## src/rv32_pkg.sv

```systemverilog
`default_nettype none

package rv32_pkg;

    localparam int LEN_WORD      = 32;
    localparam int LEN_INST      = 32;
    localparam int LEN_REG_ADDR  = 5;
    localparam int LEN_OPECODE   = 7;
    localparam int LEN_FUNC3     = 3;
    localparam int LEN_FUNC7     = 7;
    localparam int DMEM_DEPTH    = 64;
    localparam int LEN_DMEM_ADDR = 6;

    localparam logic [LEN_OPECODE-1:0] OP_ALU    = 7'b0110011;
    localparam logic [LEN_OPECODE-1:0] OP_ALUI   = 7'b0010011;
    localparam logic [LEN_OPECODE-1:0] OP_MEML   = 7'b0000011;
    localparam logic [LEN_OPECODE-1:0] OP_MEMS   = 7'b0100011;
    localparam logic [LEN_OPECODE-1:0] OP_JAL    = 7'b1101111;
    localparam logic [LEN_OPECODE-1:0] OP_JALR   = 7'b1100111;
    localparam logic [LEN_OPECODE-1:0] OP_BRANCH = 7'b1100011;
    localparam logic [LEN_OPECODE-1:0] OP_LUI    = 7'b0110111;
    localparam logic [LEN_OPECODE-1:0] OP_AUIPC  = 7'b0010111;

    localparam logic [LEN_FUNC3-1:0] F3_ADD  = 3'b000;
    localparam logic [LEN_FUNC3-1:0] F3_SLL  = 3'b001;
    localparam logic [LEN_FUNC3-1:0] F3_SLT  = 3'b010;
    localparam logic [LEN_FUNC3-1:0] F3_SLTU = 3'b011;
    localparam logic [LEN_FUNC3-1:0] F3_XOR  = 3'b100;
    localparam logic [LEN_FUNC3-1:0] F3_SR   = 3'b101; // SRL or SRA by func7 bit 5
    localparam logic [LEN_FUNC3-1:0] F3_OR   = 3'b110;
    localparam logic [LEN_FUNC3-1:0] F3_AND  = 3'b111;

    localparam logic [LEN_FUNC3-1:0] F3_BEQ  = 3'b000;
    localparam logic [LEN_FUNC3-1:0] F3_BNE  = 3'b001;
    localparam logic [LEN_FUNC3-1:0] F3_BLT  = 3'b100;
    localparam logic [LEN_FUNC3-1:0] F3_BGE  = 3'b101;
    localparam logic [LEN_FUNC3-1:0] F3_BLTU = 3'b110;
    localparam logic [LEN_FUNC3-1:0] F3_BGEU = 3'b111;

    typedef struct packed {
        logic                    alu;
        logic                    mem;
        logic                    jump;
        logic                    branch;
        logic                    subst;   // LUI and AUIPC
        logic                    store;
        logic [LEN_WORD-1:0]     op_a;
        logic [LEN_WORD-1:0]     op_b;
        logic [LEN_WORD-1:0]     op_c;    // Immediate or precomputed target
        logic [LEN_REG_ADDR-1:0] rd;
        logic [LEN_OPECODE-1:0]  opecode;
        logic [LEN_FUNC3-1:0]    func3;
        logic [LEN_FUNC7-1:0]    func7;
        logic [LEN_WORD-1:0]     pc;
    } dec_t;

    typedef struct packed {
        logic [LEN_WORD-1:0] value;
        logic                taken;   // Control leaves sequential flow
        logic [LEN_WORD-1:0] target;
    } exe_t;

endpackage

`default_nettype wire
```

## src/data_mem.sv

```systemverilog
`default_nettype none
`timescale 1ns/1ps

module data_mem (
    input  wire                           clk,
    input  wire                           rst_n,
    input  wire                           inst_valid,
    input  wire rv32_pkg::dec_t           dec,
    output logic [rv32_pkg::LEN_WORD-1:0] load_data
);

    logic [rv32_pkg::LEN_WORD-1:0]      mem [rv32_pkg::DMEM_DEPTH];
    logic [rv32_pkg::LEN_DMEM_ADDR-1:0] word_addr;
    logic                               wr_en;

    assign word_addr = dec.op_a[7:2];   // Byte address to word index
    assign wr_en     = inst_valid && dec.store;
    assign load_data = mem[word_addr];

    always_ff @(posedge clk) begin
        if (!rst_n) begin
            for (int i = 0; i < rv32_pkg::DMEM_DEPTH; i++) begin
                mem[i] <= '0;
            end
        end else if (wr_en) begin
            mem[word_addr] <= dec.op_b;
        end
    end

endmodule

`default_nettype wire

```

## config.mk

```make
export PLATFORM = sky130hd
export DESIGN_NAME = data_mem
export DESIGN_NICKNAME = d
export VERILOG_FILES = /design/src/rv32_pkg.sv /design/src/data_mem.sv
export SDC_FILE = /design/constraint.sdc
export NUM_CORES = 2
export LEC_CHECK = 0
export ABC_AREA = 1
export BUFFER_PORTS_ARGS = -buffer_cell sky130_fd_sc_hd__buf_2
export CELL_PAD_IN_SITES_DETAIL_PLACEMENT = 1
export CELL_PAD_IN_SITES_GLOBAL_PLACEMENT = 2
export CORE_MARGIN = 2
export CORE_UTILIZATION = 36
export DETAILED_ROUTE_END_ITERATION = 10
export GPL_ROUTABILITY_DRIVEN = 0
export PLACE_DENSITY = 0.85
export REMOVE_ABC_BUFFERS = 1
export SYNTH_ARGS = -nofsm -noshare
export SYNTH_HDL_FRONTEND = slang
export SYNTH_SLANG_ARGS = --single-unit
```

## constraint.sdc

```tcl
create_clock -name clk -period 2.86 [get_ports clk]
set_clock_uncertainty 0.05 [all_clocks]
set_input_delay 0.429 -clock clk [delete_from_list [all_inputs] [get_ports clk]]
set_output_delay 0.429 -clock clk [all_outputs]
set_load 0.05 [all_outputs]
```

==> impl_metrics.csv <==
group,metric,value,unit
yosys,yosysMostFrequentCell,"nand2_1",
routing,dr.pass1.iters,5,
grt,grt_pass1_wl,529000,µm
cells_and_area,nets,11252,
floorplanning,die-height,518.1,µm
timing,tightest_slew,1053,ps
yosys,ys_top_cells_by_area,"edfxtp_1 (65%), nand2_1 (23%), nor2_1 (8.4%)",
cells_and_area,fin_util,43.68,%
routing,drt-met1-wl,150600,µm
power,total_power,72.20,mW
floorplanning,die_area,268500,µm²
clock_tree,tritoncts,"done",
cells_and_area,finalNonFillerCells,14795,
yosys,synth_edf_count,2048,
placed_design,io_buffers,73,
floorplanning,initial_core_util,36.22,%
routing,wire_per_inst,24.53,µm
clock_tree,cts-buffers-inserted,222,
worst_setup_path,worst-path-max-fanout,1,
timing,setup_tns,-2201,ps
cells_and_area,final_area,114800,µm²
hold_path,hold_path_depth,4,
timing,finalSetupViolCount,30,
yosys,yosysTopAreaCell,"edfxtp_1",
worst_setup_path,worstPathRequired,2380,ps
routing,wl_met2,173700,µm
cells_and_area,largestRegisters,"mem x2048",
outcome,status,"complete, but fails checks",
power,powerDensity,629.1,nW/µm²
placed_design,hpwl,229600,µm
grt,grt_pass1_vias,79340,
yosys,ys_seq_elements,2048,
timing,final-hold-violation-count,0,
grt,overflow,0,
yosys,yosys-top-cells-count,"nand2_1 (5852), nor2_1 (2127), edfxtp_1 (2048)",
routing,routed_wl,363000,µm
yosys,synthDistinctLibCells,17,
worst_setup_path,startpoint_type,"register",
clock_tree,clk_pin_slew,60,ps
floorplanning,rows,188,
power,power_leakage,50.40,nW
timing,worst_slack,-137.6,ps
floorplanning,coreArea,262700,µm²
placed_design,place_inst,14393,
power,ir_drop,733.1,µV
yosys,avgSynthCellArea,8.690,µm²
clock_tree,cts_buffer_depth,3,
yosys,synth_flop_cell,"edfxtp_1",
grt,grt_max_degree,65,
timing,timing.hold.ws,25.22,ps
cells_and_area,largest_register_ffs,2048,
clock_tree,root_buffer,"clkbuf_16",
cells_and_area,drive_gt1_share,14.44,%
timing,timing.fmax,333.6,MHz
floorplanning,die_x,518.1,µm
timing,slew_headroom,29.79,%
placed_design,place_ws,-680.4,ps
timing,maxSlewViolCount,0,
yosys,async_flop_share,0,%
routing,top_layer,"met4",
timing,rsz0062_at_grt,"true",
timing,finalCriticalPeriod,2998,ps
cells_and_area,area_delta_synth_final,20.59,%
yosys,synth_area,95160,µm²
yosys,ys_warn_count,0,
worst_setup_path,path_class,"reg2out",
worst_setup_path,endpoint_kind,"primary output",
hold_path,min_path_type,"in2reg",
placed_design,dpl-instance-area,105100,µm²
run,drv_cap,0,
clock_tree,htree_num_levels,4,
routing,drcViolationCount,0,
routing,vias_per_cell,5.234,
routing,vias,77442,
routing,ant_nets,0,
grt,grt_usage,26.54,%
clock_tree,cts_sinks,2048,
yosys,yosys.area.top_type_share,64.63,%
yosys,ys_seq_area_share,64.63,%
routing,wl_met3,24970,µm
timing,finalCritPeriodShare,104.8,%
floorplanning,boundaryPins,191,
grt,grt_antenna_before_repair,12,
yosys,post_synth_inst_count,10951,
cells_and_area,largest_register,"mem",
routing,drt-initial-drc-count,8482,
worst_setup_path,cp.arrival,2520,ps
outcome,violations,"setup timing",
final timing paths:
check                     start                        end  slack (ps)
max    mem[33][9]$_SDFFCE_PN0P_               load_data[9]        -140
min                     dec[96]  mem[60][10]$_SDFFCE_PN0P_          30
kinds of logic after synthesis:
| logic type | count (synthesis) | share of synthesized area, % |
|---|---|---|
| and+or+nand+nor | 8016 | 31.72 |
| buffers and inverters | 875 | 3.575 |
| DFF | 2048 | 64.63 |
| AOI/OAI and AO/OA | 12 | 0.07626 |
critical path, cell delays in order (launching register included):
cell and delay, ps:
edfxtp_1 360, nand2_1 80, nand2_1 70, nand2_1 60, nand2_1 80, nand2_2 130, nand2_2 80, nand2_4 110
nand2_4 100, nor2_4 200, nand2_4 140, buf_12 180
cells in the final DEF (no fill, tap or decap), drive strengths merged, types with 11 or more instances in the layout:
cell    count
buf       734
bufinv     20
clkbuf    267
clkinv    148
edfxtp   2048
inv        25
nand2    5852
nand3      11
nor2     2127
nor3       14
metal layers:
layer,vias to the layer above,GRT usage [%]
met5,-,0
met4,0,9.709
met3,540,3.038
met2,2782,44.15
met1,39415,35.70
li1,34705,-
area by class of cell:
cell class / instances / area [µm²]
multi-input cells: 8028 / 32720
clock inverters: 142 / 1463
clock buffers: 266 / 5742
repair buffers: 738 / 8655
diodes: 3 / 7.507
well taps: 3515 / 4398
fillers: 30004 / 148000
inverters: 55 / 277.8
flip-flops and latches: 2048 / 61500
where the power goes:
group / leakage [nW] / switching (mW) / internal [mW] / total, mW
sequential: 19.4 / 0.444 / 34.5 / 34.9
clock: 3.50 / 12.7 / 16.1 / 28.9
combinational: 27.5 / 5.89 / 2.51 / 8.41
repair_timing:
item,in CTS,in global routing
hold buffers,2,0
gates resized for setup,594,195
setup buffers,0,2
endpoints found under the setup margin,32,32
pin swaps,206,159
cloned,1,1
hold endpoints to repair,5,0
No activity file was read; power rests on OpenSTA's default activity.
