## src/rv32_pkg.sv

```systemverilog
`default_nettype none

package rv32_pkg;

    localparam int LEN_WORD      = 32;
    localparam int LEN_INST      = 32;
    localparam int LEN_REG_ADDR  = 5;
    localparam int LEN_OPECODE   = 7;
    localparam int LEN_FUNC3     = 3;
    localparam int LEN_FUNC7     = 7;
    localparam int DMEM_DEPTH    = 64;
    localparam int LEN_DMEM_ADDR = 6;

    localparam logic [LEN_OPECODE-1:0] OP_ALU    = 7'b0110011;
    localparam logic [LEN_OPECODE-1:0] OP_ALUI   = 7'b0010011;
    localparam logic [LEN_OPECODE-1:0] OP_MEML   = 7'b0000011;
    localparam logic [LEN_OPECODE-1:0] OP_MEMS   = 7'b0100011;
    localparam logic [LEN_OPECODE-1:0] OP_JAL    = 7'b1101111;
    localparam logic [LEN_OPECODE-1:0] OP_JALR   = 7'b1100111;
    localparam logic [LEN_OPECODE-1:0] OP_BRANCH = 7'b1100011;
    localparam logic [LEN_OPECODE-1:0] OP_LUI    = 7'b0110111;
    localparam logic [LEN_OPECODE-1:0] OP_AUIPC  = 7'b0010111;

    localparam logic [LEN_FUNC3-1:0] F3_ADD  = 3'b000;
    localparam logic [LEN_FUNC3-1:0] F3_SLL  = 3'b001;
    localparam logic [LEN_FUNC3-1:0] F3_SLT  = 3'b010;
    localparam logic [LEN_FUNC3-1:0] F3_SLTU = 3'b011;
    localparam logic [LEN_FUNC3-1:0] F3_XOR  = 3'b100;
    localparam logic [LEN_FUNC3-1:0] F3_SR   = 3'b101; // SRL or SRA by func7 bit 5
    localparam logic [LEN_FUNC3-1:0] F3_OR   = 3'b110;
    localparam logic [LEN_FUNC3-1:0] F3_AND  = 3'b111;

    localparam logic [LEN_FUNC3-1:0] F3_BEQ  = 3'b000;
    localparam logic [LEN_FUNC3-1:0] F3_BNE  = 3'b001;
    localparam logic [LEN_FUNC3-1:0] F3_BLT  = 3'b100;
    localparam logic [LEN_FUNC3-1:0] F3_BGE  = 3'b101;
    localparam logic [LEN_FUNC3-1:0] F3_BLTU = 3'b110;
    localparam logic [LEN_FUNC3-1:0] F3_BGEU = 3'b111;

    typedef struct packed {
        logic                    alu;
        logic                    mem;
        logic                    jump;
        logic                    branch;
        logic                    subst;   // LUI and AUIPC
        logic                    store;
        logic [LEN_WORD-1:0]     op_a;
        logic [LEN_WORD-1:0]     op_b;
        logic [LEN_WORD-1:0]     op_c;    // Immediate or precomputed target
        logic [LEN_REG_ADDR-1:0] rd;
        logic [LEN_OPECODE-1:0]  opecode;
        logic [LEN_FUNC3-1:0]    func3;
        logic [LEN_FUNC7-1:0]    func7;
        logic [LEN_WORD-1:0]     pc;
    } dec_t;

    typedef struct packed {
        logic [LEN_WORD-1:0] value;
        logic                taken;   // Control leaves sequential flow
        logic [LEN_WORD-1:0] target;
    } exe_t;

endpackage

`default_nettype wire
```

## src/reg_file.sv

```systemverilog
`default_nettype none
`timescale 1ns/1ps

module reg_file (
    input  wire                                clk,
    input  wire                                rst_n,
    input  wire [rv32_pkg::LEN_REG_ADDR-1:0]   rs1_addr,
    input  wire [rv32_pkg::LEN_REG_ADDR-1:0]   rs2_addr,
    output logic [rv32_pkg::LEN_WORD-1:0]      rs1_data,
    output logic [rv32_pkg::LEN_WORD-1:0]      rs2_data,
    input  wire                                we,
    input  wire [rv32_pkg::LEN_REG_ADDR-1:0]   wa,
    input  wire [rv32_pkg::LEN_WORD-1:0]       wd
);

    logic [rv32_pkg::LEN_WORD-1:0] regs [32];

    assign rs1_data = (rs1_addr == '0) ? '0 : regs[rs1_addr];   // x0 is hardwired to zero
    assign rs2_data = (rs2_addr == '0) ? '0 : regs[rs2_addr];

    always_ff @(posedge clk) begin
        if (!rst_n) begin
            for (int i = 0; i < 32; i++) begin
                regs[i] <= '0;
            end
        end else if (we && (wa != '0)) begin
            regs[wa] <= wd;
        end
    end

endmodule

`default_nettype wire

```

## config.mk

```make
export PLATFORM = sky130hd
export DESIGN_NAME = reg_file
export DESIGN_NICKNAME = d
export VERILOG_FILES = /design/src/rv32_pkg.sv /design/src/reg_file.sv
export SDC_FILE = /design/constraint.sdc
export NUM_CORES = 2
export LEC_CHECK = 0
export BUFFER_PORTS_ARGS = -buffer_cell sky130_fd_sc_hd__clkbuf_2
export CORE_MARGIN = 2
export CORE_UTILIZATION = 64
export CTS_CLUSTER_SIZE = 10
export DETAILED_ROUTE_END_ITERATION = 10
export PLACE_DENSITY = 0.79
export SYNTH_ARGS = -nofsm -noshare
export SYNTH_HDL_FRONTEND = slang
export SYNTH_SLANG_ARGS = --single-unit
```

## constraint.sdc

```tcl
create_clock -name clk -period 4.8 [get_ports clk]
set_input_delay 0 -clock clk [delete_from_list [all_inputs] [get_ports clk]]
set_output_delay 0 -clock clk [all_outputs]
set_load 0.05 [all_outputs]
```

==> results.py <==
metrics = {
    "critical_path": {
        "worstSetupPathType": "primary input to output port",
        "crit_path_start": "rs2_addr[3]",
        "slowest_delay_ns": 1.21,
        "cp_slowest_cell": "a2111oi_0",
        "required_ns": 4.80,
        "crit_chain": "clkbuf_2 > or3_1 > buf_4 > o22ai_1 > a2111oi_0 > nor3_1 > clkbuf_2",
        "cp_max_fo": 24,
        "crit_path_frequent_cell": "clkbuf_2",
        "end_kind": "output port",
        "arrival_ns": 3.73,
        "critPathLaunchType": "primary input",
        "crit_family": "buffers and inverters",
        "crit_buf_inv": 3,
    },
    "status": {
        "failed_checks": "capacitance limit",
        "outcome": "complete, but fails checks",
    },
    "global_routing": {
        "grt_usage_pct": 39.8,
        "antenna_found_initial": 8,
        "grt_pass1_wl_um": 245000,
        "grt-ovfl-total": 0,
        "first_global_vias": 35988,
        "grt_max_degree": 96,
    },
    "yosys": {
        "synth_cells": 3507,
        "yosys_warnings": 0,
        "yosys.area_share.simple_pct": 13.0,
        "synth_compound_area_share_pct": 3.92,
        "synth_area_per_cell_um2": 15.5,
        "synth.area.mux_share_pct": 23.0,
        "synth_top_family_by_area": "multiplexers",
        "synth_top_area_cell": "edfxtp_1",
        "synth.ff_latch_count": 1024,
        "synth_flop_cell": "edfxtp_1",
        "synth_top_area_share_pct": 56.7,
        "async_flop_share_pct": 0,
        "ys_seq_area_share_pct": 56.7,
        "synthAdderAreaFrac_pct": 0,
        "yosys-top-cells-area": "edfxtp_1 (57%), mux4_2 (20%), and2_1 (11%), mux2i_1 (2.8%), clkbuf_1 (1.9%)",
        "synth_edf_count": 1024,
        "synth_xor_area_share_pct": 0,
        "syn_area_um2": 54200,
        "synth.distinct_cells": 45,
    },
    "floorplan": {
        "dieArea_um2": 87100,
        "design.core.area_um2": 83800,
        "start_util_pct": 64.7,
        "die_y_um": 295,
        "fp.dieW_um": 295,
        "ioPinCount": 114,
        "num_rows": 106,
    },
    "sta": {
        "fin_setup_tns_ns": 0,
        "setup_viol_count_final": 0,
        "rsz0062_at_grt": "no",
        "max-slew-margin-rel_pct": 1.72,
        "fin_crit_sh_pct": 77.6,
        "tightest_slew_ns": 1.44,
        "finalHoldViolations": 0,
        "timing.fmax_ghz": 0.268,
        "layout_min_cycle_time_ns": 3.73,
        "holdWs_ns": 0.0480,
        "slew_violations": 0,
    },
    "cells_and_area": {
        "largest_register": "regs",
        "drive_gt1_share_pct": 26.3,
        "final_cells": 4661,
        "largest_register_ffs": 1024,
        "reg_top3": "regs x1024",
        "area_growth_pct": 9.03,
        "fillers": 5314,
        "fin_nets": 3544,
    },
    "power": {
        "p_leak_nw": 20.3,
        "power.density_nw_per_um2": 357,
        "vdd_ir_drop_max_mv": 0.321,
    },
    "worst_hold_path": {
        "hold_class": "primary input to flip-flop",
        "hp-start": "wd[3]",
    },
    "routing": {
        "drtIter0Drc": 6128,
        "viasPerCell": 7.59,
        "drc": 0,
        "num_vias": 35397,
        "ant_nets": 0,
        "drtPass1Iterations": 9,
        "wire_per_inst_um": 36.6,
        "wl_um": 170000,
    },
    "clocking": {
        "ctsResizeCount": 0,
        "cts-htree-levels": 3,
        "cts_buffers": 114,
        "clk_pin_slew_ns": 0.06,
        "cts_buffer_depth": 3,
        "cts.sinks": 1024,
        "cts_root_buf": "clkbuf_16",
        "tritoncts": "yes",
    },
    "run": {
        "max-cap-violations": 1,
    },
    "placement": {
        "routabilityCongestion": 0.900,
        "io_buffers": 113,
        "post-dp-hpwl_um": 102000,
        "place_inst": 4510,
    },
}
[layout make-up]
type	count	area (um2)	share of cell area (%)
inverters	3	11.3	0.0190
clock inverters	11	111	0.188
clock buffers	129	2910	4.92
flip-flops and latches	1024	30700	52.0
repair buffers	229	1650	2.78
well taps	1134	1420	2.40
multi-input cells	2122	22300	37.6
diodes	9	22.5	0.0381
[power by group]
part	internal, mW	total (mW)	switching (mW)
clock network	4.26	7.61	3.36
registers	10.3	10.6	0.288
logic	1.06	2.84	1.78
[placed cells by master (no fill, tap or decap), types with 51 or more instances in the layout]
cell / instances
mux4_2: 472
a22o_1: 51
mux2i_1: 150
buf_4: 103
clkbuf_16: 114
and2_1: 994
edfxtp_1: 1024
nor3_1: 54
clkbuf_2: 106
o22ai_1: 103
[cell families after synthesis]
kind of cell	count (synthesis)
compound gates	290
buf+inv	392
flops	1024
mux	652
other cells	1
simple gates	1148
[cells in the mapped netlist (15+ instances only)]
master	count
edfxtp_1	1024
and2_1	995
mux4_2	472
clkbuf_1	274
mux2i_1	150
o22ai_1	103
nor3_1	54
a22o_1	51
buf_4	45
nor2_1	37
o21ai_0	35
a2111oi_1	32
buf_2	31
mux2_2	30
a2111oi_0	23
buf_6	22
a22oi_1	16
buf_1	15
[timing repair]
| action | 4_1_cts | 5_1_grt |
|---|---|---|
| hold buffers | 1 | 0 |
| setup endpoints to repair | 0 | 0 |
| setup buffers | 0 | 0 |
| hold endpoints to repair | 19 | 0 |
[per-layer routing]
metal	GRT usage [%]	routed length [um]	share of wire [%]
met2	61.4	79300	47
met5	0.333	45	0.026
met4	25.2	12400	7.3
met1	51.7	55100	32
met3	9.27	23500	14
[per-stage QoR]
stage	setup slack [ns]	util [%]	area [um2]	power, mW
2_1_floorplan	1.26	-	54300	12.6
3_3_place_gp	1.49	66.9	56100	13.5
3_5_place_dp	1.52	66.9	56100	13.6
4_1_cts	1.47	70.5	59100	21.0
5_1_grt	1.21	70.5	59100	21.5
6_report	1.07	70.5	59100	21.1
[final timing paths]
check | depth (start not counted) | endpoint | slack, ns
worst max-delay path | 7 | rs2_data[7] | 1.07
worst min-delay path | 2 | regs[27][3] | 0.05
(Power assumes the default switching activity.)
