===== src/rv32_pkg.sv =====
`default_nettype none

package rv32_pkg;

    localparam int LEN_WORD      = 32;
    localparam int LEN_INST      = 32;
    localparam int LEN_REG_ADDR  = 5;
    localparam int LEN_OPECODE   = 7;
    localparam int LEN_FUNC3     = 3;
    localparam int LEN_FUNC7     = 7;
    localparam int DMEM_DEPTH    = 64;
    localparam int LEN_DMEM_ADDR = 6;

    localparam logic [LEN_OPECODE-1:0] OP_ALU    = 7'b0110011;
    localparam logic [LEN_OPECODE-1:0] OP_ALUI   = 7'b0010011;
    localparam logic [LEN_OPECODE-1:0] OP_MEML   = 7'b0000011;
    localparam logic [LEN_OPECODE-1:0] OP_MEMS   = 7'b0100011;
    localparam logic [LEN_OPECODE-1:0] OP_JAL    = 7'b1101111;
    localparam logic [LEN_OPECODE-1:0] OP_JALR   = 7'b1100111;
    localparam logic [LEN_OPECODE-1:0] OP_BRANCH = 7'b1100011;
    localparam logic [LEN_OPECODE-1:0] OP_LUI    = 7'b0110111;
    localparam logic [LEN_OPECODE-1:0] OP_AUIPC  = 7'b0010111;

    localparam logic [LEN_FUNC3-1:0] F3_ADD  = 3'b000;
    localparam logic [LEN_FUNC3-1:0] F3_SLL  = 3'b001;
    localparam logic [LEN_FUNC3-1:0] F3_SLT  = 3'b010;
    localparam logic [LEN_FUNC3-1:0] F3_SLTU = 3'b011;
    localparam logic [LEN_FUNC3-1:0] F3_XOR  = 3'b100;
    localparam logic [LEN_FUNC3-1:0] F3_SR   = 3'b101; // SRL or SRA by func7 bit 5
    localparam logic [LEN_FUNC3-1:0] F3_OR   = 3'b110;
    localparam logic [LEN_FUNC3-1:0] F3_AND  = 3'b111;

    localparam logic [LEN_FUNC3-1:0] F3_BEQ  = 3'b000;
    localparam logic [LEN_FUNC3-1:0] F3_BNE  = 3'b001;
    localparam logic [LEN_FUNC3-1:0] F3_BLT  = 3'b100;
    localparam logic [LEN_FUNC3-1:0] F3_BGE  = 3'b101;
    localparam logic [LEN_FUNC3-1:0] F3_BLTU = 3'b110;
    localparam logic [LEN_FUNC3-1:0] F3_BGEU = 3'b111;

    typedef struct packed {
        logic                    alu;
        logic                    mem;
        logic                    jump;
        logic                    branch;
        logic                    subst;   // LUI and AUIPC
        logic                    store;
        logic [LEN_WORD-1:0]     op_a;
        logic [LEN_WORD-1:0]     op_b;
        logic [LEN_WORD-1:0]     op_c;    // Immediate or precomputed target
        logic [LEN_REG_ADDR-1:0] rd;
        logic [LEN_OPECODE-1:0]  opecode;
        logic [LEN_FUNC3-1:0]    func3;
        logic [LEN_FUNC7-1:0]    func7;
        logic [LEN_WORD-1:0]     pc;
    } dec_t;

    typedef struct packed {
        logic [LEN_WORD-1:0] value;
        logic                taken;   // Control leaves sequential flow
        logic [LEN_WORD-1:0] target;
    } exe_t;

endpackage

`default_nettype wire

===== src/decode.sv =====
`default_nettype none
`timescale 1ns/1ps

module decode (
    input  wire [rv32_pkg::LEN_INST-1:0]      inst,
    input  wire [rv32_pkg::LEN_WORD-1:0]      pc,
    output logic [rv32_pkg::LEN_REG_ADDR-1:0] rs1_addr,
    output logic [rv32_pkg::LEN_REG_ADDR-1:0] rs2_addr,
    input  wire [rv32_pkg::LEN_WORD-1:0]      rs1_data,
    input  wire [rv32_pkg::LEN_WORD-1:0]      rs2_data,
    output rv32_pkg::dec_t                    dec
);

    logic [rv32_pkg::LEN_OPECODE-1:0] opecode;
    logic [rv32_pkg::LEN_WORD-1:0]    imm_i;
    logic [rv32_pkg::LEN_WORD-1:0]    imm_s;
    logic [rv32_pkg::LEN_WORD-1:0]    imm_b;
    logic [rv32_pkg::LEN_WORD-1:0]    imm_j;
    logic [rv32_pkg::LEN_WORD-1:0]    imm_u;

    assign opecode  = inst[6:0];
    assign rs1_addr = inst[19:15];
    assign rs2_addr = inst[24:20];

    // All immediates are sign extended from inst bit 31
    assign imm_i = {{20{inst[31]}}, inst[31:20]};
    assign imm_s = {{20{inst[31]}}, inst[31:25], inst[11:7]};
    assign imm_b = {{19{inst[31]}}, inst[31], inst[7], inst[30:25], inst[11:8], 1'b0};
    assign imm_j = {{11{inst[31]}}, inst[31], inst[19:12], inst[20], inst[30:21], 1'b0};
    assign imm_u = {inst[31:12], 12'b0};

    always_comb begin
        dec         = '0;
        dec.opecode = opecode;
        dec.rd      = inst[11:7];
        dec.func3   = inst[14:12];
        dec.func7   = inst[31:25];
        dec.pc      = pc;

        dec.alu    = (opecode == rv32_pkg::OP_ALU) || (opecode == rv32_pkg::OP_ALUI);
        dec.mem    = (opecode == rv32_pkg::OP_MEML) || (opecode == rv32_pkg::OP_MEMS);
        dec.store  = (opecode == rv32_pkg::OP_MEMS);
        dec.jump   = (opecode == rv32_pkg::OP_JAL) || (opecode == rv32_pkg::OP_JALR);
        dec.branch = (opecode == rv32_pkg::OP_BRANCH);
        dec.subst  = (opecode == rv32_pkg::OP_LUI) || (opecode == rv32_pkg::OP_AUIPC);

        dec.op_a = rs1_data;
        dec.op_b = rs2_data;
        dec.op_c = imm_i;

        case (opecode)
            rv32_pkg::OP_ALUI: begin
                dec.op_b = imm_i;
            end
            rv32_pkg::OP_MEML: begin
                dec.op_a = rs1_data + imm_i;          // Byte address of the load
            end
            rv32_pkg::OP_MEMS: begin
                dec.op_a = rs1_data + imm_s;
            end
            rv32_pkg::OP_JALR: begin
                dec.op_a = rs1_data + imm_i;          // Bit 0 is cleared in execute
            end
            rv32_pkg::OP_JAL: begin
                dec.op_a = pc + imm_j;
            end
            rv32_pkg::OP_BRANCH: begin
                dec.op_c = pc + imm_b;                // Taken target
            end
            rv32_pkg::OP_LUI: begin
                dec.op_c = imm_u;
            end
            rv32_pkg::OP_AUIPC: begin
                dec.op_c = pc + imm_u;
            end
            default: begin
                dec.op_c = imm_i;
            end
        endcase
    end

endmodule

`default_nettype wire


===== config.mk =====
export PLATFORM = sky130hd
export DESIGN_NAME = decode
export DESIGN_NICKNAME = d
export VERILOG_FILES = /design/src/rv32_pkg.sv /design/src/decode.sv
export SDC_FILE = /design/constraint.sdc
export NUM_CORES = 1
export LEC_CHECK = 0
export ABC_AREA = 1
export BUFFER_PORTS_ARGS = -buffer_cell sky130_fd_sc_hd__buf_2
export CAP_MARGIN = 25
export CORE_AREA = 4 4 128 130
export DETAILED_ROUTE_END_ITERATION = 12
export DIE_AREA = 0 0 132 134
export GPL_TIMING_DRIVEN = 1
export PLACE_DENSITY = 0.95
export SYNTH_ARGS = -nofsm -noshare
export SYNTH_HDL_FRONTEND = slang
export SYNTH_SLANG_ARGS = --single-unit

===== constraint.sdc =====
create_clock -name vclk -period 6
set_clock_uncertainty 0.05 [all_clocks]
set_input_delay 1.2 -clock vclk [all_inputs]
set_output_delay 1.2 -clock vclk [all_outputs]
set_load 0.005 [all_outputs]

==> results.cfg <==
[hold_path]
hold_path.class = in2out
hold_depth = 2
worstHoldStart = inst[1]
whs_endpoint = dec[43]

[global_routing]
antenna_found_initial = 0
overflow = 0
grt_use_total_pct = 39.58
grt_pass1_vias = 10890
grt_pass1_wl_mm = 56.97
grt_max_degree = 33

[yosys]
synth.area.top_cells = nand2_1 31%, ha_1 12%, nand3_1 11%, inv_1 11%, nor2_1 7.0%
synth_nets = 2017
ys_warn_count = 0
yosys.area.top_type = nand2_1
syn_area_per_cell_um2 = 4.852
syn_area_um2 = 8730
synth_seq_area_share_pct = 0
yosysTopAreaCellShare_pct = 30.83
netlist_instances = 1799
synth_commonest_cells = 717 x nand2_1, 246 x inv_1, 190 x nand3_1
ys_types = 43
synth.most_common_cell = nand2_1

[cells_and_area]
clock_buffers = 0
area_growth_pct = 13.67
fillCellCount = 1583
regArea_um2 = 0
nFlopsAndLatches = 0
drive_gt1_share_pct = 17.07
nets = 2235

[clock_tree]
hold_buffers = 0
cts-resized-gates = 0
post_cts_buffers = 0

[routing]
drc = 0
drt_iter0_markers = 1406
via_per_inst = 5.694
wl_per_cell_um = 17.31
wl_mm = 38.15
firstDrtPassIters = 6
ant_nets = 0
via_count = 12550

[floorplan]
io_pins = 294
core_um2 = 15150
dieArea_um2 = 17690
fp.dieH_um = 134
die_x_um = 132
num_rows = 45
start_util_pct = 57.64

[worst_setup_path]
cp-start-kind = input pin
crit_fanout = 10
crit_required_ns = 4.75
cp.arrival_ns = 4.11
cp-end-kind = output pin
crit_type = in2out

[sta]
tightestPinTransition_ns = 0.7643
min_period_over_period_pct = 89.28
fin_setup_tns_ns = 0
rsz0062_at_grt = no
hold_violations = 0
layout_setup_ws_ns = 0.6434
fmax_mhz = 186.7
setup_viol = 0
slew_viol_final = 0
period_minus_slack_ns = 5.357
relSlewSlack_pct = 48.92

[placed_design]
gp_congestion = 1.049
portBuffers = 294
place_ws_ns = 0.6994
dp_hpwl_mm = 32.41

[flow_run]
cap_violations = 0

[run_status]
status = completed
[critical path, stage by stage]
cell and delay, ns:
buf_2 0.13, nor3_2 0.32, nand4_1 0.14, nand2_1 0.27
a21oi_1 0.12, ha_1 0.25, fa_1 0.46, nand3_1 0.10
nand3_1 0.14, nand2_1 0.10, nand2_1 0.12, nand2_1 0.09
nand2_1 0.08, or2_2 0.28, nand3_1 0.07, o211ai_1 0.08
buf_2 0.14
[cells by family (layout without fill, tap and decap cells)]
family | Yosys count | count (layout) | synth area share (%)
and+or+nand+nor | 1156 | 1156 | 55.14
adders and majority gates | 90 | 90 | 13.24
xor gates and xnor gates | 15 | 15 | 1.505
buffers and inverters | 343 | 559 | 17.72
other | 0 | 1 | 0
AOI/OAI and AO/OA | 195 | 195 | 12.40
[routing by layer]
metal  vias to the layer above  GRT usage, %  part of all wire, %
met3                       113         4.501                   11
met4                         0         17.33                  5.1
li1                       6115             -                    -
met2                       770         66.11                   44
met5                         -             0                    0
met1                      5551         51.53                   40
[layout by cell type (no fill, tap or decap), types with 4 or more instances in the layout]
cell / n
fa_1: 4
xor2_1: 8
xnor2_1: 7
nor2_2: 8
o21ai_0: 54
nand2_1: 717
buf_2: 294
buf_4: 9
a21oi_1: 98
inv_2: 9
or2_2: 14
nand3_1: 190
and2_1: 4
nand3b_1: 9
nor3_1: 18
inv_1: 246
o21bai_1: 12
nand4_1: 21
ha_1: 86
o211ai_1: 15
nor2_1: 162
[metrics by stage]
stage          cell area, um^2  instances  hold slack [ns]  util (%)
3_3_place_gp              9921       2203            2.549     65.50
3_5_place_dp              9921       2203            2.554     65.50
6_report                  9923       2204            2.553     65.52
4_1_cts                   9921       2203            2.552     65.50
2_1_floorplan             8730       1799            2.384         -
5_1_grt                   9921       2203            2.562     65.50
[layout make-up]
type	instances	area (um^2)	share of cell area, %
Antenna cell	1	2.502	0.02522
Timing Repair Buffer	303	1539	15.51
Inverter	256	960.9	9.684
Multi-Input combinational cell	1456	7186	72.41
Tap cell	188	235.2	2.370
[worst max path at each step]
stage | startpoint | endpoint | slack, ns | depth (start not counted)
global route | inst[3] | dec[130] | 0.36 | 17
CTS | inst[3] | dec[132] | 0.69 | 17
floorplan | inst[3] | dec[132] | 1.32 | 15
finish | inst[3] | dec[130] | 0.64 | 17
global placement | inst[3] | dec[132] | 0.76 | 17
detailed placement | inst[3] | dec[132] | 0.70 | 17
