===== src/rv32_pkg.sv =====
`default_nettype none

package rv32_pkg;

    localparam int LEN_WORD      = 32;
    localparam int LEN_INST      = 32;
    localparam int LEN_REG_ADDR  = 5;
    localparam int LEN_OPECODE   = 7;
    localparam int LEN_FUNC3     = 3;
    localparam int LEN_FUNC7     = 7;
    localparam int DMEM_DEPTH    = 64;
    localparam int LEN_DMEM_ADDR = 6;

    localparam logic [LEN_OPECODE-1:0] OP_ALU    = 7'b0110011;
    localparam logic [LEN_OPECODE-1:0] OP_ALUI   = 7'b0010011;
    localparam logic [LEN_OPECODE-1:0] OP_MEML   = 7'b0000011;
    localparam logic [LEN_OPECODE-1:0] OP_MEMS   = 7'b0100011;
    localparam logic [LEN_OPECODE-1:0] OP_JAL    = 7'b1101111;
    localparam logic [LEN_OPECODE-1:0] OP_JALR   = 7'b1100111;
    localparam logic [LEN_OPECODE-1:0] OP_BRANCH = 7'b1100011;
    localparam logic [LEN_OPECODE-1:0] OP_LUI    = 7'b0110111;
    localparam logic [LEN_OPECODE-1:0] OP_AUIPC  = 7'b0010111;

    localparam logic [LEN_FUNC3-1:0] F3_ADD  = 3'b000;
    localparam logic [LEN_FUNC3-1:0] F3_SLL  = 3'b001;
    localparam logic [LEN_FUNC3-1:0] F3_SLT  = 3'b010;
    localparam logic [LEN_FUNC3-1:0] F3_SLTU = 3'b011;
    localparam logic [LEN_FUNC3-1:0] F3_XOR  = 3'b100;
    localparam logic [LEN_FUNC3-1:0] F3_SR   = 3'b101; // SRL or SRA by func7 bit 5
    localparam logic [LEN_FUNC3-1:0] F3_OR   = 3'b110;
    localparam logic [LEN_FUNC3-1:0] F3_AND  = 3'b111;

    localparam logic [LEN_FUNC3-1:0] F3_BEQ  = 3'b000;
    localparam logic [LEN_FUNC3-1:0] F3_BNE  = 3'b001;
    localparam logic [LEN_FUNC3-1:0] F3_BLT  = 3'b100;
    localparam logic [LEN_FUNC3-1:0] F3_BGE  = 3'b101;
    localparam logic [LEN_FUNC3-1:0] F3_BLTU = 3'b110;
    localparam logic [LEN_FUNC3-1:0] F3_BGEU = 3'b111;

    typedef struct packed {
        logic                    alu;
        logic                    mem;
        logic                    jump;
        logic                    branch;
        logic                    subst;   // LUI and AUIPC
        logic                    store;
        logic [LEN_WORD-1:0]     op_a;
        logic [LEN_WORD-1:0]     op_b;
        logic [LEN_WORD-1:0]     op_c;    // Immediate or precomputed target
        logic [LEN_REG_ADDR-1:0] rd;
        logic [LEN_OPECODE-1:0]  opecode;
        logic [LEN_FUNC3-1:0]    func3;
        logic [LEN_FUNC7-1:0]    func7;
        logic [LEN_WORD-1:0]     pc;
    } dec_t;

    typedef struct packed {
        logic [LEN_WORD-1:0] value;
        logic                taken;   // Control leaves sequential flow
        logic [LEN_WORD-1:0] target;
    } exe_t;

endpackage

`default_nettype wire

===== src/writeback.sv =====
`default_nettype none
`timescale 1ns/1ps

module writeback (
    input  wire                                clk,
    input  wire                                rst_n,
    input  wire                                inst_valid,
    input  wire rv32_pkg::dec_t                dec,
    input  wire rv32_pkg::exe_t                exe,
    input  wire [rv32_pkg::LEN_WORD-1:0]       load_data,
    output logic                               rf_we,
    output logic [rv32_pkg::LEN_REG_ADDR-1:0]  rf_wa,
    output logic [rv32_pkg::LEN_WORD-1:0]      rf_wd,
    output logic                               retire,
    output logic                               wb_en,
    output logic [rv32_pkg::LEN_REG_ADDR-1:0]  wb_rd,
    output logic [rv32_pkg::LEN_WORD-1:0]      wb_data,
    output logic [rv32_pkg::LEN_WORD-1:0]      next_pc
);

    logic                          is_load;
    logic                          writes;
    logic [rv32_pkg::LEN_WORD-1:0] seq_pc;

    assign is_load = dec.mem && !dec.store;
    assign writes  = dec.alu || dec.subst || dec.jump || is_load;   // Unknown opcodes write nothing
    assign seq_pc  = dec.pc + 32'd4;

    assign rf_we = inst_valid && writes && (dec.rd != '0);
    assign rf_wa = dec.rd;
    assign rf_wd = is_load ? load_data : exe.value;

    always_ff @(posedge clk) begin
        if (!rst_n) begin
            retire  <= 1'b0;
            wb_en   <= 1'b0;
            next_pc <= '0;
        end else begin
            retire <= inst_valid;
            wb_en  <= rf_we;
            if (inst_valid) begin
                next_pc <= exe.taken ? exe.target : seq_pc;
            end
        end
    end

    always_ff @(posedge clk) begin
        if (inst_valid) begin
            wb_rd   <= dec.rd;
            wb_data <= rf_wd;
        end
    end

endmodule

`default_nettype wire


===== config.mk =====
export PLATFORM = sky130hd
export DESIGN_NAME = writeback
export DESIGN_NICKNAME = d
export VERILOG_FILES = /design/src/rv32_pkg.sv /design/src/writeback.sv
export SDC_FILE = /design/constraint.sdc
export NUM_CORES = 1
export LEC_CHECK = 0
export BUFFER_PORTS_ARGS = -buffer_cell sky130_fd_sc_hd__buf_4
export CAP_MARGIN = 20
export CORE_AREA = 2 2 140 142
export CTS_CLUSTER_DIAMETER = 150
export DETAILED_ROUTE_END_ITERATION = 12
export DIE_AREA = 0 0 142 144
export GPL_ROUTABILITY_DRIVEN = 0
export HOLD_SLACK_MARGIN = 0.06
export PLACE_DENSITY = 0.5
export SYNTH_ARGS = -nofsm -noshare
export SYNTH_HDL_FRONTEND = slang
export SYNTH_SLANG_ARGS = --single-unit

===== constraint.sdc =====
create_clock -name clk -period 4.53 [get_ports clk]
set_clock_uncertainty 0.15 [all_clocks]
set_input_delay 0.453 -clock clk [delete_from_list [all_inputs] [get_ports clk]]
set_output_delay 0.453 -clock clk [all_outputs]
set_load 0.01 [all_outputs]

==> implementation parameters <==
Parameter                              Value

Die
  Area of the die ... 0.0204 mm^2
  Chip Height ... 144 um
  Floorplan die width ... 142 um
  Top Ports ... 365
  Core Box Area ... 0.0191 mm^2
  Initial core utilization ... 0.189
  FP Rows ... 51

CTS
  # resized after CTS ... 0
  CTS root buffer ... sky130_fd_sc_hd__clkbuf_16
  Maximum number of buffers from clock root to sink ... 2
  Cts-stage hold buffer count ... 0
  Number of buffers inserted during clock tree synthesis ... 9
  Post-CTS setup buffers ... 0
  Depth of the CTS H-tree ... 3
  Clock slew seen by the registers of the worst setup and hold paths ... 0.06 ns
  Clock tree from TritonCTS ... yes
  Clock Latency Late Sink ... 0.33 ns
  Number of sinks on the clock net ... 71

Yosys
  Gate Count Post-Synth ... 324
  Per-instance average area after synthesis ... 11.1 um^2
  Ys Warns ... 0
  Sequential share of the synthesized area ... 0.498
  Synthesized area ... 0.00360 mm^2
  Number of different library cells in the post-synthesis netlist ... 50
  Synth Net Count ... 581
  EDFF count, synth ... 37
  #FFs+latches synth ... 71
  Top flip-flop cell by instance count after synthesis ... sky130_fd_sc_hd__edfxtp_1
  Async SR Flop Fraction ... 0

Pwr
  Worst vdd ir ... 160 uV
  Total Power Consumption ... 0.00200 W
  Leakage ... 2.63 nW
  Power Dens Cells ... 334 mW/mm^2

Cells and area
  Commonest non-fill, non-tap cell in the layout ... sky130_fd_sc_hd__buf_4
  Post-synthesis to final-layout area growth ... 66.4%
  Final Instance Count excl. Fillers ... 808
  Number of fill cells in the layout ... 1,980
  Final layout net count ... 822
  Antenna Diode Count ... 0
  Fraction of final layout cells sized beyond drive strength 1 ... 0.551
  Top library cells by usage in the layout, fill and taps aside ... sky130_fd_sc_hd__buf_4, sky130_fd_sc_hd__edfxtp_1, sky130_fd_sc_hd__dfxtp_1
  Total area of multi-input combinational cells ... 0.00163 mm^2
  Total non-filler cell area in the finished layout ... 0.00599 mm^2
  Sequential Area ... 0.00179 mm^2

Worst setup path
  Buffers and inverters on the worst path ... 4
  Data required, critical path ... 3.93 ns
  Endpoint arrival time on the critical path ... 1.91 ns
  CP max FO ... 59
  Crit start category ... primary input
  Ordered cell list for the critical path ... buf_4, inv_1, buf_4, a211oi_1, buf_4
  Crit. End Element ... output pin
  Master of the slowest instance on the critical path ... sky130_fd_sc_hd__buf_4
  Top cell by count, worst path ... sky130_fd_sc_hd__buf_4
  Peak per-stage delay on the critical path ... 0.57 ns
  Cell family contributing the most delay on the critical path ... buffers and inverters
  Critical path class ... in2out

Timing
  Normalized max-slew margin ... 0.256
  Setup TNS ... 0 ns
  Timing-limited maximum frequency ... 0.398 GHz
  RSZ-0062 raised after global routing ... no
  Actual transition at the worst max-transition pin ... 1.11 ns
  Number of max-slew violations in the final report ... 0
  Worst Hold Margin ... 0.162 ns
  Shortest period the worst path allows ... 2.52 ns
  Period utilisation layout ... 0.555
  Total of endpoints with negative setup slack in the final report ... 0
  Total count of hold-check failures in the final report ... 0

Detailed routing
  Vias after detailed routing ... 3,493
  Iteration-0 DRC Markers ... 117
  Total length of routed wires ... 14,300 um
  DRC ... 0
  First-pass DRT Iterations ... 4
  Avg WL per Cell ... 17.8 um
  Vias per cell ... 4.32
  Number of nets with antenna violations after detailed routing ... 0

Min path
  Type of the tightest min-delay check ... in2reg

Global route
  Wire length of the first global-routing pass ... 20,000 um
  Pin count of the biggest net entering global routing ... 60
  Remaining global-route overflow ... 0
  Antenna violations before repair ... 0
  Vias in the first global route ... 3,417
  Overall Global Routing Usage ... 0.133

Place
  Placed cells ... 792
  Count of buffers inserted at the top-level ports ... 250
  Detailed-placement wirelength estimate ... 11,400 um
  Post-detailed-placement cell area ... 0.00564 mm^2

Outcome
  Outcome ... finished clean

Job
  Number of maximum-capacitance constraint violations ... 0
-- cell type report --
cell class	instances	share of cell area
Sequential cell	71	0.299
Timing Repair Buffer	252	0.316
Clock inverter	7	0.0201
Tap cell	238	0.0497
Inverter	8	0.00501
Clock buffer	9	0.0376
Multi-Input combinational cell	223	0.273
-- cell usage after synthesis (5+ instances only) --
cell | n | area (um^2)
sky130_fd_sc_hd__mux2i_1 | 7 | 70.1
sky130_fd_sc_hd__mux2_2 | 32 | 360
sky130_fd_sc_hd__o21ai_1 | 13 | 65.1
sky130_fd_sc_hd__xor2_1 | 18 | 158
sky130_fd_sc_hd__a211oi_1 | 5 | 37.5
sky130_fd_sc_hd__buf_4 | 5 | 37.5
sky130_fd_sc_hd__dfxtp_1 | 34 | 681
sky130_fd_sc_hd__nor2b_1 | 5 | 31.3
sky130_fd_sc_hd__a22o_1 | 12 | 105
sky130_fd_sc_hd__xnor2_1 | 7 | 61.3
sky130_fd_sc_hd__a21oi_1 | 8 | 40.0
sky130_fd_sc_hd__buf_2 | 5 | 25.0
sky130_fd_sc_hd__inv_1 | 8 | 30.0
sky130_fd_sc_hd__edfxtp_1 | 37 | 1110
sky130_fd_sc_hd__nand2_1 | 28 | 105
sky130_fd_sc_hd__nor2_1 | 19 | 71.3
sky130_fd_sc_hd__clkbuf_1 | 6 | 22.5
sky130_fd_sc_hd__nand3_1 | 15 | 75.1
-- metal layers --
layer  GRT usage  vias to the layer above  wire length [um]
met5           0                        -                 0
met4      0.0284                        0               107
met3      0.0748                        7              1890
met2       0.209                      181              6280
met1       0.159                     1633              6070
li1            -                     1672                 -
-- flip-flops by register name, indices dropped and copies added, names as in the netlist --
register and count:
retire 1, wb_data 32, next_pc 32, wb_en 1
wb_rd 5
-- cell families (layout without fill, tap and decap cells) --
group | count (synthesis) | count (layout) | share of synthesized area
DFF | 71 | 71 | 0.498
xor gates and xnor gates | 25 | 25 | 0.0608
AOI/OAI and AO/OA | 59 | 59 | 0.115
buffers and inverters | 30 | 276 | 0.0487
and+or+nand+nor | 99 | 99 | 0.154
adders and majority gates | 1 | 1 | 0.00348
muxes | 39 | 39 | 0.120
-- per-stage QoR --
stage	setup WS (ns)	utilization
global route	1.87	0.314
detailed placement	1.84	0.296
CTS	1.98	0.314
global placement	1.85	0.296
finish	2.01	0.314
floorplan	2.45	-
-- path summary, 6_finish.rpt --
check / start / cells past startpoint / slack [ns] / to
worst max-delay path: inst_valid / 5 / 2.01 / rf_we
worst min-delay path: dec[52] / 1 / 0.16 / wb_rd[3]
worst max register to register: next_pc[9] / 3 / 3.49 / next_pc[9]
worst min register to register: next_pc[7] / 2 / 0.33 / next_pc[7]
-- report_power, final --
part / leakage (nW) / total, W / internal (W) / switching, W
clock: 0.166 / 0.000833 / 0.000540 / 0.000293
sequential: 0.643 / 0.000755 / 0.000734 / 0.0000210
combinational: 1.82 / 0.000415 / 0.000223 / 0.000192
Note: power is estimated with default switching activity, not from simulation.
